--- src/verilog/rv32DecodePkg.sv ---
package rv32DecodePkg;

    // Major opcodes kept by this decoder
    typedef enum logic [6:0] {
        OPC_LUI    = 7'b0110111,
        OPC_AUIPC  = 7'b0010111,
        OPC_JAL    = 7'b1101111,
        OPC_JALR   = 7'b1100111,
        OPC_BRANCH = 7'b1100011,
        OPC_LOAD   = 7'b0000011,
        OPC_STORE  = 7'b0100011,
        OPC_OP_IMM = 7'b0010011,
        OPC_OP     = 7'b0110011
    } opcodeT;

    // Operation class handed to the ALU decoder
    typedef enum logic [2:0] {
        ALUOP_MEM    = 3'b000,
        ALUOP_BRANCH = 3'b001,
        ALUOP_ARITH  = 3'b010,
        ALUOP_JAL    = 3'b011,
        ALUOP_LUI    = 3'b100,
        ALUOP_AUIPC  = 3'b101,
        ALUOP_JALR   = 3'b111
    } aluOpT;

    // Exact ALU operation, code 5 left unused
    typedef enum logic [4:0] {
        ALU_AND    = 5'd0,
        ALU_OR     = 5'd1,
        ALU_ADD    = 5'd2,
        ALU_XOR    = 5'd3,
        ALU_SUB    = 5'd4,
        ALU_SLL    = 5'd6,
        ALU_SRL    = 5'd7,
        ALU_SRA    = 5'd8,
        ALU_SLT    = 5'd9,
        ALU_SLTU   = 5'd10,
        ALU_MUL    = 5'd11,
        ALU_MULH   = 5'd12,
        ALU_MULHSU = 5'd13,
        ALU_MULHU  = 5'd14,
        ALU_DIV    = 5'd15,
        ALU_DIVU   = 5'd16,
        ALU_REM    = 5'd17,
        ALU_REMU   = 5'd18
    } aluCtrlT;

    // One struct per base instruction format, MSB first
    typedef struct packed {
        logic [6:0] funct7;
        logic [4:0] rs2;
        logic [4:0] rs1;
        logic [2:0] funct3;
        logic [4:0] rd;
        logic [6:0] opcode;
    } rTypeT;

    typedef struct packed {
        logic [11:0] imm;
        logic [4:0]  rs1;
        logic [2:0]  funct3;
        logic [4:0]  rd;
        logic [6:0]  opcode;
    } iTypeT;

    // Store offset split around rs1/rs2
    typedef struct packed {
        logic [6:0] immHi;
        logic [4:0] rs2;
        logic [4:0] rs1;
        logic [2:0] funct3;
        logic [4:0] immLo;
        logic [6:0] opcode;
    } sTypeT;

    // Branch offset bits 12, 10:5, 4:1, 11
    typedef struct packed {
        logic       imm12;
        logic [5:0] immHi;
        logic [4:0] rs2;
        logic [4:0] rs1;
        logic [2:0] funct3;
        logic [3:0] immLo;
        logic       imm11;
        logic [6:0] opcode;
    } bTypeT;

    typedef struct packed {
        logic [19:0] imm;
        logic [4:0]  rd;
        logic [6:0]  opcode;
    } uTypeT;

    // Jump offset bits 20, 10:1, 11, 19:12
    typedef struct packed {
        logic       imm20;
        logic [9:0] immLo;
        logic       imm11;
        logic [7:0] immHi;
        logic [4:0] rd;
        logic [6:0] opcode;
    } jTypeT;

    // Same 32-bit word seen through each format
    typedef union packed {
        rTypeT rType;
        iTypeT iType;
        sTypeT sType;
        bTypeT bType;
        uTypeT uType;
        jTypeT jType;
    } instrT;

    typedef struct packed {
        logic  memWrite;
        logic  memRead;
        logic  regWrite;
        logic  aluSrc;
        aluOpT aluOp;
        logic  branch;
        logic  memToReg;
    } ctrlT;

    // Everything passed on to execute
    typedef struct packed {
        logic [4:0]  rd;
        logic [4:0]  rs1;
        logic [4:0]  rs2;
        logic [31:0] imm;
        ctrlT        ctrl;
        aluCtrlT     aluCtrl;
        logic [31:0] value1;
        logic [31:0] value2;
        logic        illegal;
    } decodeOutT;

endpackage
--- src/verilog/decodeStage.sv ---
`timescale 1ns/1ps

module decodeStage
    import rv32DecodePkg::*;
(
    input  logic        clk,
    input  logic        rst,
    // Word fetched last cycle and register-bank reads
    input  logic [31:0] instr,
    input  logic [31:0] rsValue1,
    input  logic [31:0] rsValue2,
    // Bundle for the execute stage
    output decodeOutT   dec
);

    // Latched instruction and operands
    instrT       instrQ;
    logic [31:0] value1Q;
    logic [31:0] value2Q;

    // Sub-decoder results
    ctrlT        ctrl;
    logic        illegal;
    logic [31:0] imm;
    aluCtrlT     aluCtrl;

    // Single pipeline register, new word every cycle
    always_ff @(posedge clk or posedge rst)
    begin
        if (rst)
        begin
            // All-zero word decodes as illegal with quiet controls
            instrQ  <= '0;
            value1Q <= '0;
            value2Q <= '0;
        end
        else
        begin
            instrQ  <= instr;
            value1Q <= rsValue1;
            value2Q <= rsValue2;
        end
    end

    // Immediate for the format picked by the opcode
    immGen uImmGen (
        .word (instrQ),
        .imm  (imm)
    );

    // Main control and illegal flag
    controlDecode uControlDecode (
        .word    (instrQ),
        .ctrl    (ctrl),
        .illegal (illegal)
    );

    // Exact ALU op, driven by the class from the main decoder
    aluDecode uAluDecode (
        .word    (instrQ),
        .aluOp   (ctrl.aluOp),
        .aluCtrl (aluCtrl)
    );

    // Pack the output bundle
    always_comb
    begin
        // Register indices sit at the same bits in every format
        dec.rd      = instrQ.rType.rd;
        dec.rs1     = instrQ.rType.rs1;
        dec.rs2     = instrQ.rType.rs2;
        dec.imm     = imm;
        dec.ctrl    = ctrl;
        dec.aluCtrl = aluCtrl;
        // Operands pass straight from the register
        dec.value1  = value1Q;
        dec.value2  = value2Q;
        dec.illegal = illegal;
    end

    // One-cycle operand latency, skipped on the first edge after reset
    value1Latency: assert property (
        @(posedge clk) disable iff (rst)
        !$past(rst) |-> (dec.value1 == $past(rsValue1))
    );

endmodule

--- src/verilog/aluDecode.sv ---
`timescale 1ns/1ps

module aluDecode
    import rv32DecodePkg::*;
(
    input  instrT   word,
    input  aluOpT   aluOp,
    output aluCtrlT aluCtrl
);

    // M extension marker in func7
    localparam logic [6:0] F7_MULDIV = 7'b0000001;

    logic isOp;
    logic isMulDiv;
    logic altOp;

    assign isOp     = (word.rType.opcode == OPC_OP);
    assign isMulDiv = isOp && (word.rType.funct7 == F7_MULDIV);
    // func7 bit 5 flags SUB and SRA
    assign altOp    = word.rType.funct7[5];

    always_comb
    begin
        // Address and link arithmetic default to ADD
        aluCtrl = ALU_ADD;

        case (aluOp)
            // Branch compare is a subtract
            ALUOP_BRANCH:
                aluCtrl = ALU_SUB;
            // Class 0 also comes from the all-zero control of illegal words
            ALUOP_MEM:
            begin
                if (word.rType.opcode != OPC_LOAD && word.rType.opcode != OPC_STORE)
                begin
                    aluCtrl = ALU_AND;
                end
            end
            ALUOP_ARITH:
            begin
                if (isMulDiv)
                begin
                    // MUL group in func3 order
                    unique case (word.rType.funct3)
                        3'b000: aluCtrl = ALU_MUL;
                        3'b001: aluCtrl = ALU_MULH;
                        3'b010: aluCtrl = ALU_MULHSU;
                        3'b011: aluCtrl = ALU_MULHU;
                        3'b100: aluCtrl = ALU_DIV;
                        3'b101: aluCtrl = ALU_DIVU;
                        3'b110: aluCtrl = ALU_REM;
                        default: aluCtrl = ALU_REMU;
                    endcase
                end
                else
                begin
                    unique case (word.rType.funct3)
                        // ADDI has no SUB form
                        3'b000: aluCtrl = (isOp && altOp) ? ALU_SUB : ALU_ADD;
                        3'b001: aluCtrl = ALU_SLL;
                        3'b010: aluCtrl = ALU_SLT;
                        3'b011: aluCtrl = ALU_SLTU;
                        3'b100: aluCtrl = ALU_XOR;
                        // Shift right uses the same bit for SRAI and SRA
                        3'b101: aluCtrl = altOp ? ALU_SRA : ALU_SRL;
                        3'b110: aluCtrl = ALU_OR;
                        default: aluCtrl = ALU_AND;
                    endcase
                end
            end
            default:
                aluCtrl = ALU_ADD;
        endcase
    end

endmodule

--- src/verilog/controlDecode.sv ---
`timescale 1ns/1ps

module controlDecode
    import rv32DecodePkg::*;
(
    input  instrT word,
    output ctrlT  ctrl,
    output logic  illegal
);

    // func7 values accepted on the OP opcode
    localparam logic [6:0] F7_BASE = 7'b0000000;
    localparam logic [6:0] F7_ALT  = 7'b0100000;
    localparam logic [6:0] F7_MULDIV = 7'b0000001;

    logic opFunct7Ok;

    // Base, SUB/SRA or M extension
    assign opFunct7Ok = (word.rType.funct7 == F7_BASE) ||
                        (word.rType.funct7 == F7_ALT) ||
                        (word.rType.funct7 == F7_MULDIV);

    always_comb
    begin
        // Quiet controls unless an opcode sets them
        ctrl    = '0;
        illegal = 1'b0;

        unique case (word.rType.opcode)
            OPC_LUI:
            begin
                ctrl.aluOp    = ALUOP_LUI;
                ctrl.aluSrc   = 1'b1;
                ctrl.regWrite = 1'b1;
            end
            OPC_AUIPC:
            begin
                ctrl.aluOp    = ALUOP_AUIPC;
                ctrl.aluSrc   = 1'b1;
                ctrl.regWrite = 1'b1;
            end
            // Jumps write the link register
            OPC_JAL:
            begin
                ctrl.aluOp    = ALUOP_JAL;
                ctrl.aluSrc   = 1'b1;
                ctrl.regWrite = 1'b1;
                ctrl.memToReg = 1'b1;
                ctrl.branch   = 1'b1;
            end
            OPC_JALR:
            begin
                ctrl.aluOp    = ALUOP_JALR;
                ctrl.aluSrc   = 1'b1;
                ctrl.regWrite = 1'b1;
                ctrl.memToReg = 1'b1;
                ctrl.branch   = 1'b1;
            end
            // Compare in the ALU, no writeback
            OPC_BRANCH:
            begin
                ctrl.aluOp  = ALUOP_BRANCH;
                ctrl.branch = 1'b1;
            end
            OPC_LOAD:
            begin
                ctrl.aluOp    = ALUOP_MEM;
                ctrl.aluSrc   = 1'b1;
                ctrl.memRead  = 1'b1;
                ctrl.regWrite = 1'b1;
                ctrl.memToReg = 1'b1;
            end
            OPC_STORE:
            begin
                ctrl.aluOp    = ALUOP_MEM;
                ctrl.aluSrc   = 1'b1;
                ctrl.memWrite = 1'b1;
            end
            OPC_OP_IMM:
            begin
                ctrl.aluOp    = ALUOP_ARITH;
                ctrl.aluSrc   = 1'b1;
                ctrl.regWrite = 1'b1;
            end
            // Register-register, base or M
            OPC_OP:
            begin
                if (opFunct7Ok)
                begin
                    ctrl.aluOp    = ALUOP_ARITH;
                    ctrl.regWrite = 1'b1;
                end
                else
                begin
                    illegal = 1'b1;
                end
            end
            // SYSTEM, FENCE and junk all land here
            default:
            begin
                illegal = 1'b1;
            end
        endcase
    end

    // Memory port never asked to read and write at once
    always_comb
    begin
        memExclusive: assert final (!(ctrl.memRead && ctrl.memWrite));
        illegalNoWrite: assert final (!illegal || !ctrl.regWrite);
    end

endmodule

--- src/verilog/immGen.sv ---
`timescale 1ns/1ps

module immGen
    import rv32DecodePkg::*;
(
    input  instrT       word,
    output logic [31:0] imm
);

    // Candidate immediates sign-extended from bit 31
    logic [31:0] immI;
    logic [31:0] immS;
    logic [31:0] immB;
    logic [31:0] immU;
    logic [31:0] immJ;

    // I-format with shifts keeping the raw field
    assign immI = {{20{word.iType.imm[11]}}, word.iType.imm};

    // S-format offset split around rs2
    assign immS = {{20{word.sType.immHi[6]}}, word.sType.immHi, word.sType.immLo};

    // B-format halfword offset
    assign immB = {{19{word.bType.imm12}}, word.bType.imm12, word.bType.imm11,
                   word.bType.immHi, word.bType.immLo, 1'b0};

    // U-format fills the upper 20 bits
    assign immU = {word.uType.imm, 12'b0};

    // J-format halfword offset
    assign immJ = {{11{word.jType.imm20}}, word.jType.imm20, word.jType.immHi,
                   word.jType.imm11, word.jType.immLo, 1'b0};

    // Format select by opcode
    always_comb
    begin
        unique case (word.rType.opcode)
            OPC_JALR, OPC_LOAD, OPC_OP_IMM:
                imm = immI;
            OPC_STORE:
                imm = immS;
            OPC_BRANCH:
                imm = immB;
            OPC_LUI, OPC_AUIPC:
                imm = immU;
            OPC_JAL:
                imm = immJ;
            // OP and anything unknown carry no immediate
            default:
                imm = '0;
        endcase
    end

endmodule

--- config.mk ---
export PLATFORM = sky130hd
export DESIGN_NAME = decodeStage
export DESIGN_NICKNAME = d
export VERILOG_FILES = /design/src/verilog/rv32DecodePkg.sv /design/src/verilog/decodeStage.sv /design/src/verilog/aluDecode.sv /design/src/verilog/controlDecode.sv /design/src/verilog/immGen.sv
export SDC_FILE = /design/constraint.sdc
export NUM_CORES = 1
export LEC_CHECK = 0
export BUFFER_PORTS_ARGS = -buffer_cell sky130_fd_sc_hd__buf_2
export CAP_MARGIN = 20
export CORE_MARGIN = 8
export CORE_UTILIZATION = 39
export CTS_CLUSTER_SIZE = 25
export DETAILED_ROUTE_END_ITERATION = 10
export PLACE_DENSITY = 0.83
export RECOVER_POWER = 25
export SETUP_SLACK_MARGIN = 0.3
export SYNTH_ARGS = -nofsm -noshare
export SYNTH_HDL_FRONTEND = slang
export SYNTH_SLANG_ARGS = --single-unit
export TNS_END_PERCENT = 30
--- constraint.sdc ---
create_clock -name clk -period 3.87 [get_ports clk]
set_clock_uncertainty 0.2 [all_clocks]
set_input_delay 0.5805 -clock clk [delete_from_list [all_inputs] [get_ports clk]]
set_output_delay 0.5805 -clock clk [all_outputs]
set_load 0.02 [all_outputs]
# Word-level counts from Yosys, hierarchy flattened
# Index checks and enable logic that the tools add are counted.
# word_totals
in_bits	98
out_inout_bits	126
ff_bits	96
word_cells	58
# op_classes
eq_ne	21
mux	19
reduce_logical	15
# ops
operator	n
case mux 32 bit (5 select lines)	1
case mux 5 bit (7 select lines)	2
equality test 7 x 6 -> 1 bit, second input constant	4
equality test 7 bit, second input constant	3
case mux 3 bit (7 select lines)	1
case mux 5 bit (3 select lines)	1
equality test 7 x 5 -> 1 bit, second input constant	2
equality test 3 x 2 -> 1 bit, second input constant	3
equality test 3 bit, second input constant	3
OR reduction 3 bit	3
OR reduction 8 bit	1
equality test 7 x 1 -> 1 bit, second input constant	1
equality test 7 x 2 -> 1 bit, second input constant	1
logical NOT 7 bit	1
2-to-1 mux 1 bit	7
inequality test 7 x 2 -> 1 bit, second input constant	1
inequality test 7 x 6 -> 1 bit, second input constant	1
OR reduction 7 bit	1
equality test 3 x 1 -> 1 bit, second input constant	2
logical NOT 3 bit	2
OR reduction 6 bit	1
2-to-1 mux 5 bit	1
2-to-1 mux 2 bit	2
2-to-1 mux 4 bit	1
5 further kinds	9

# Longest topological paths before layout
# Gate-level depths: netlist of the first run.
# logic_depth
depth_word	7
depth_mapped	7
depth_no_buf	4

# By module
# A second synthesis of the first run with hierarchy kept.
# unflattened
hier_cells	271
hier_area_um2	3698.5
# modules_own_cells
mod	area_per_inst_um2	cells_per_inst	instances	seq_area_each_um2
decodeStage	2526.2	113	1	2402.3
immGen	581.8	73	1	0.0
aluDecode	295.3	42	1	0.0
controlDecode	295.3	43	1	0.0

# Worst setup path after synthesis of the first run
# OpenSTA, ideal clock, no wires.
# synth_timing
path_type	flip-flop to output port
from	register instrQ[2] (netlist bit)
to	output dec[68] (netlist bit)
t_arrival_ns	2.196
t_required_ns	3.089
path_slack_ns	0.893
n_path_buf	2
stages_incl_launch_ff	7
path_cell_list	dfrtp_1 buf_4 or3_1 buf_6 nor4_4 a211oi_1 a2111oi_1
# synth_rtl
item	line_no	text
start: declaration	decodeStage.sv:17	instrT instrQ;
start signal: assignment	decodeStage.sv:39	instrQ <= instr;
end: declaration	decodeStage.sv:13	output decodeOutT dec

==> results of run 1 <==
==> layer usage <==
metal  up-vias  GRT usage, %  part of all wire (%)
li1       1241             -                     -
met2       147          28.6                    52
met5         -             0                  0.26
met3        13          10.7                    14
met4         4          5.67                   1.4
met1      1254          15.5                    32
==> worst paths after layout <==
check / cells past startpoint / slack, ns / to / start
max: 5 / 0.47 / dec[100] / instrQ[3]
min in group clk: 1 / 0.12 / value1Q[9] / rsValue1[9]
min: 2 / 0.12 / value1Q[15] / rst
max in group asynchronous: 3 / 2.60 / value2Q[4] / rst
==> synthesized netlist by cell type, types with 3 or more instances <==
| cell type | number |
|---|---|
| nand3_1 | 6 |
| nor2_1 | 6 |
| and2_1 | 4 |
| clkbuf_1 | 4 |
| nor2b_1 | 7 |
| a21o_1 | 12 |
| nand2_1 | 28 |
| a21oi_1 | 3 |
| dfrtp_1 | 96 |
| a22o_1 | 4 |
| nor3_1 | 8 |
| buf_4 | 18 |
| inv_1 | 6 |
==> stage by stage <==
stage                     cell area (um^2)  hold WS, ns  utilization [%]
after floorplan                       3370        0.412                -
after detailed placement              4490        0.490             52.5
final                                 4690        0.117             54.8
after global routing                  4690       0.0855             54.8
after CTS                             4680        0.106             54.8
after global placement                4490        0.488             52.5
==> layout make-up <==
type | instances | area (um^2)
Fill cell | 755 | 3860
Inverter | 6 | 25.0
Timing Repair Buffer | 228 | 1150
Sequential cell | 96 | 2400
Clock buffer | 10 | 138
Clock inverter | 6 | 57.6
Tap cell | 108 | 135
Multi-Input combinational cell | 117 | 776
==> flip-flops by register name, indices dropped and copies added, names as in the netlist <==
signal and count:
instrQ 32, value1Q 32, value2Q 32
==> power breakdown <==
group / switching (W) / internal [W]
combinational: 0.000141 / 0.0000861
sequential: 0.0000312 / 0.00105
clock: 0.000359 / 0.000268
==> kinds of logic after synthesis <==
family,Yosys count
AOI/OAI and AO/OA,38
buffers and inverters,31
and+or+nand+nor,78
xor gates and xnor gates,1
DFF,96
==> cell usage in the layout, fill, tap and decap left out, drive strengths merged, types with 2 or more instances in the layout <==
| cell | count |
|---|---|
| buf | 228 |
| dfrtp | 96 |
| nand2 | 28 |
| a21o | 12 |
| inv | 11 |
| clkbuf | 10 |
| nor3 | 8 |
| nor2b | 7 |
| nand3 | 6 |
| nor2 | 6 |
| and2 | 4 |
| a22o | 4 |
| a21oi | 3 |
| or4 | 3 |
| nor4 | 3 |
| o21ai | 3 |
| o31ai | 2 |
| nand2b | 2 |
| and3 | 2 |
| o22ai | 2 |
| o31a | 2 |
| and3b | 2 |
| o32ai | 2 |
| a211oi | 2 |
==> timing repair <==
item                                    4_1_cts  5_1_grt
hold endpoints to repair                      0        0
resized for setup                             0        1
endpoints found under the setup margin        0       11
setup buffers                                 0        0
==> out/qor.txt, run 1 <==
Crit path max-delay family - compound AO/OA/AOI/OAI gates
Mapped Area - 0.00337 mm^2
Most used DFF post-synth - dfrtp_1
First-pass DRT Iterations - 5
largest net degree at the start of global routing - 61
setup TNS - 0 ns
total power - 0.00194 W
Setup crit end kind - primary output
dpl cells - 555
Vias/cell - 4.66
Core Area - 0.00855 mm^2
adder-cell area share of the yosys netlist - 0%
Critical Path Start Type - flop
initial antenna violation count - 2
status - complete, no violations
CTS Buf Count - 9
Routed WL - 9940 um
leading area contributor after synthesis - dfrtp_1
# setup viols final - 0
hold crit path type - in -> async
antenna-violating nets left - 0
fin worst setup slack - 0.474 ns
Pleak - 2.64 nW
crit path max fanout - 11
HPWL after DPL - 8190 um
via count - 2659
mux cell area share after synthesis - 0%
vias in the first global route - 2937
fin nets - 556
CTS Hold Bufs - 0
Synth top area share - 71.3%
yosys warns - 0
fin crit period - 3.40 ns
relative slew slack - 54.7%
post-synth cell types - 45
Starting Density - 39.4%
Synth Area in XOR/XNOR - 0.260%
Buffers on Ports - 223
register area share after synthesis - 71.3%
Avg Inst Size Synth - 13.8 um^2
grt ovf - 0
Die Ht - 109 um
syn nets - 342
fmax - 294 MHz
Post-synth EDFFs - 0
fin cells - 571
Max Slew Vio Count - 0
fin crit share - 87.8%
P per Cell Area - 414 mW/mm^2
drt first-iter violations - 148
Slew @ Worst Pin - 0.679 ns
DR DRC count - 0
RSZ-0062 raised after global routing - false
largest family of logic cells by synthesized area - simple AND/OR/NAND/NOR gates
WP data required - 3.09 ns
Clock Sink Count - 96
Slowest-stage cell, CP - or3_1
#FFs+latches synth - 96
Clk pin slew, worst setup/hold paths - 0.10 ns
number of H-tree levels - 3
die area - 0.0119 mm^2
Syn Inst Count - 244
Synth area leaders - dfrtp_1 (71%), buf_4 (4.0%), nand2_1 (3.1%)
Slowest Stage Delay on Critical Path - 0.58 ns
row count - 34
CP Cell Sequence - or3_1 -> o32ai_4 -> o21a_1 -> a21o_1 -> buf_2
Post-synth ARST share - 100%
simple-gate share of the synthesized area - 13.5%
Peak VDD IR - 331 uV
Tot GR Track Use - 16.5%
root buf cell - clkbuf_8
share of layout cells above drive strength 1 - 55.1%
ANT cells - 0
synthesis-to-layout area growth - 39.2%
Die X - 109 um
Hold Violations, Final - 0
Compound-Gate Fraction of Synth Area - 9.18%
clk buf depth - 2
first-pass GRT wire length - 15000 um
maxcap violations - 0
WS Path Type - reg -> out
CTS tree - yes
Placer Congestion - 0.879
drt wl/cell - 17.4 um
WP buf/inv - 1
Worst EP arrival - 2.62 ns
Setup WS pre-CTS - 0.863 ns
Ports - 224
(Power assumes the default switching activity.)
==> run 2: changes to the inputs <==
--- a/config.mk
+++ b/config.mk
@@ -5,16 +5,19 @@
 export SDC_FILE = /design/constraint.sdc
 export NUM_CORES = 1
 export LEC_CHECK = 0
+export ABC_AREA = 0
 export BUFFER_PORTS_ARGS = -buffer_cell sky130_fd_sc_hd__buf_2
 export CAP_MARGIN = 20
 export CORE_MARGIN = 8
 export CORE_UTILIZATION = 39
 export CTS_CLUSTER_SIZE = 25
 export DETAILED_ROUTE_END_ITERATION = 10
-export PLACE_DENSITY = 0.83
+export GPL_TIMING_DRIVEN = 0
+export PLACE_DENSITY = 0.81
 export RECOVER_POWER = 25
 export SETUP_SLACK_MARGIN = 0.3
 export SYNTH_ARGS = -nofsm -noshare
 export SYNTH_HDL_FRONTEND = slang
+export SYNTH_HIERARCHICAL = 1
 export SYNTH_SLANG_ARGS = --single-unit
 export TNS_END_PERCENT = 30
==> out/qor.txt, run 2 <==
Post-synth EDFFs - 0
crit path max fanout - 9
Clk pwr share - 31.4%
HPWL after DPL - 10500 um
Die X - 113 um
design area - 0.00526 mm^2
Placer Congestion - 0.828
sw frac - 29.1%
Routed WL - 12800 um
Largest regs - instrQ: 32 flops, value1Q: 32 flops, value2Q: 32 flops
Seq pwr share - 54.3%
fin worst setup slack - 0.477 ns
Tot GR Track Use - 19.7%
ANT cells - 0
Critical Path Start Type - flop
post-synth cell types - 62
Buffers on Ports - 223
Worst EP arrival - 2.61 ns
clk buf depth - 2
CP Cell Sequence - buf_4 -> and4b_2 -> a21oi_1 -> a211oi_2 -> or3b_1 -> o311a_1 -> nand2_1 -> buf_2
Slowest-stage cell, CP - dfrtp_2
maxcap violations - 0
Slowest Stage Delay on Critical Path - 0.46 ns
Core Area - 0.00924 mm^2
vias in the first global route - 3415
hold crit path type - in -> reg
register area share after synthesis - 65.0%
P per Cell Area - 381 mW/mm^2
#FFs+latches synth - 96
drt wl/cell - 20.0 um
most frequent cells in the layout - buf_2 (225), dfrtp_1 (92), buf_4 (19)
first-pass GRT wire length - 19100 um
Hold Violations, Final - 0
Synth top area share - 65.0%
most frequent cell after synthesis - dfrtp_1
grt ovf - 0
antenna-violating nets left - 0
WS Path Type - reg -> out
Die Ht - 113 um
fin crit period - 3.39 ns
fin crit share - 87.7%
die area - 0.0129 mm^2
Clock Sink Count - 96
Peak VDD IR - 335 uV
most common cell after layout, fill and taps aside - buf_2
Vias/cell - 4.80
DR DRC count - 0
leading area contributor after synthesis - dfrtp_1
Ports - 224
largest net degree at the start of global routing - 76
relative slew slack - 54.3%
combinational share of power - 14.3%
Most used DFF post-synth - dfrtp_1
Avg Inst Size Synth - 13.6 um^2
number of H-tree levels - 3
Starting Density - 40.0%
synthesis-to-layout area growth - 42.2%
WP buf/inv - 2
CTS Buf Count - 9
First-pass DRT Iterations - 4
Setup WS pre-CTS - 0.555 ns
WP data required - 3.09 ns
Slew @ Worst Pin - 0.685 ns
via count - 3081
NetSw - 0.000584 W
share of layout cells above drive strength 1 - 60.0%
initial antenna violation count - 0
CTS tree - yes
status - complete, no violations
Max Slew Vio Count - 0
row count - 35
drt first-iter violations - 154
Mapped Area - 0.00370 mm^2
Setup crit end kind - primary output
RSZ-0062 raised after global routing - false
Clk pin slew, worst setup/hold paths - 0.10 ns
syn nets - 369
yosys warns - 6
Syn Inst Count - 271
Synth area leaders - dfrtp_1 (65%), buf_4 (3.7%), o21ai_2 (2.4%)
Cell Area, Placed - 0.00501 mm^2
fmax - 295 MHz
Crit path max-delay family - simple AND/OR/NAND/NOR gates
root buf cell - clkbuf_8
# setup viols final - 0
Post-synth ARST share - 100%
Pleak - 2.78 nW
most frequent cells after synthesis - dfrtp_1 (96), buf_4 (18), nand3_1 (15), nand2_1 (11)
fin nets - 606
Pint - 0.00142 W
## run 2: changes by cell type in the layout (fill, tap and decap cells not counted), sizes merged, moves of 4 or more
cell    previous run  this run
clkinv             1         5
o21ai              3        14
nand2             28        11
nor2b              7         3
and2b              0         9
clkbuf            10        14
nor3               8         4
buf              228       248
a21oi              3         8
nand3              6        15
## run 2: cells by family (layout without fill, tap and decap cells)
| family | count (synthesis) | in the layout | synth area share (%) |
|---|---|---|---|
| compound gates | 63 | 63 | 13.5 |
| xor+xnor | 2 | 2 | 0.474 |
| simple gates | 75 | 75 | 14.7 |
| buf+inv | 34 | 276 | 5.95 |
| mux | 1 | 1 | 0.406 |
| flops | 96 | 96 | 65.0 |
## run 2: what timing repair did
action / CTS / global route
setup endpoints to repair: 3 / 2
gates resized for setup: 4 / 4
pin swaps: 1 / 0
hold buffers: 1 / 0
hold endpoints to repair: 21 / 0
buffers inserted: 1 / 0
## run 2: path summary, 6_finish.rpt
| check | startpoint | endpoint | slack, ns | cells past startpoint |
|---|---|---|---|---|
| worst max-delay path | instrQ[5] | dec[66] | 0.48 | 8 |
| worst min-delay path | rsValue1[4] | value1Q[4] | 0.12 | 1 |
| max in group asynchronous | rst | instrQ[5] | 2.27 | 4 |
| min in group asynchronous | rst | value1Q[6] | 0.52 | 3 |
## run 2: per-layer routing
| layer | share of wire (%) | vias up | global-route usage, % |
|---|---|---|---|
| li1 | - | 1429 | - |
| met1 | 32 | 1496 | 18.6 |
| met5 | 0 | - | 0 |
| met2 | 54 | 144 | 36.2 |
| met4 | 1.5 | 0 | 6.66 |
| met3 | 12 | 12 | 9.98 |
## run 2: layout make-up
type / count / area (um^2)
clock buffer: 9 / 124
clock inverter: 7 / 77.6
fill: 744 / 3980
timing repair buffer: 226 / 1160
tap: 129 / 161
inverter: 6 / 25.0
sequential: 96 / 2410
multi-input combinational: 141 / 1100
buffer: 28 / 198
## run 2: metrics by stage
stage	util, %	hold slack (ns)	setup TNS [ns]	cells	power (W)
2_1_floorplan	-	0.412	0	271	0.00126
3_3_place_gp	53.9	0.488	-18.23	623	0.00138
3_5_place_dp	54.2	0.352	0	624	0.00139
4_1_cts	56.8	0.101	0	642	0.00203
5_1_grt	56.9	0.0956	0	642	0.00209
6_report	56.9	0.121	0	642	0.00201
## run 2: power groups by stage
stage               clock network, W  logic (W)  registers [W]
detailed placement                 0   0.000287        0.00111
global route                0.000684   0.000309        0.00110
global placement                   0   0.000274        0.00110
floorplan                          0   0.000111        0.00114
CTS                         0.000653   0.000289        0.00109
finish                      0.000630   0.000286        0.00109
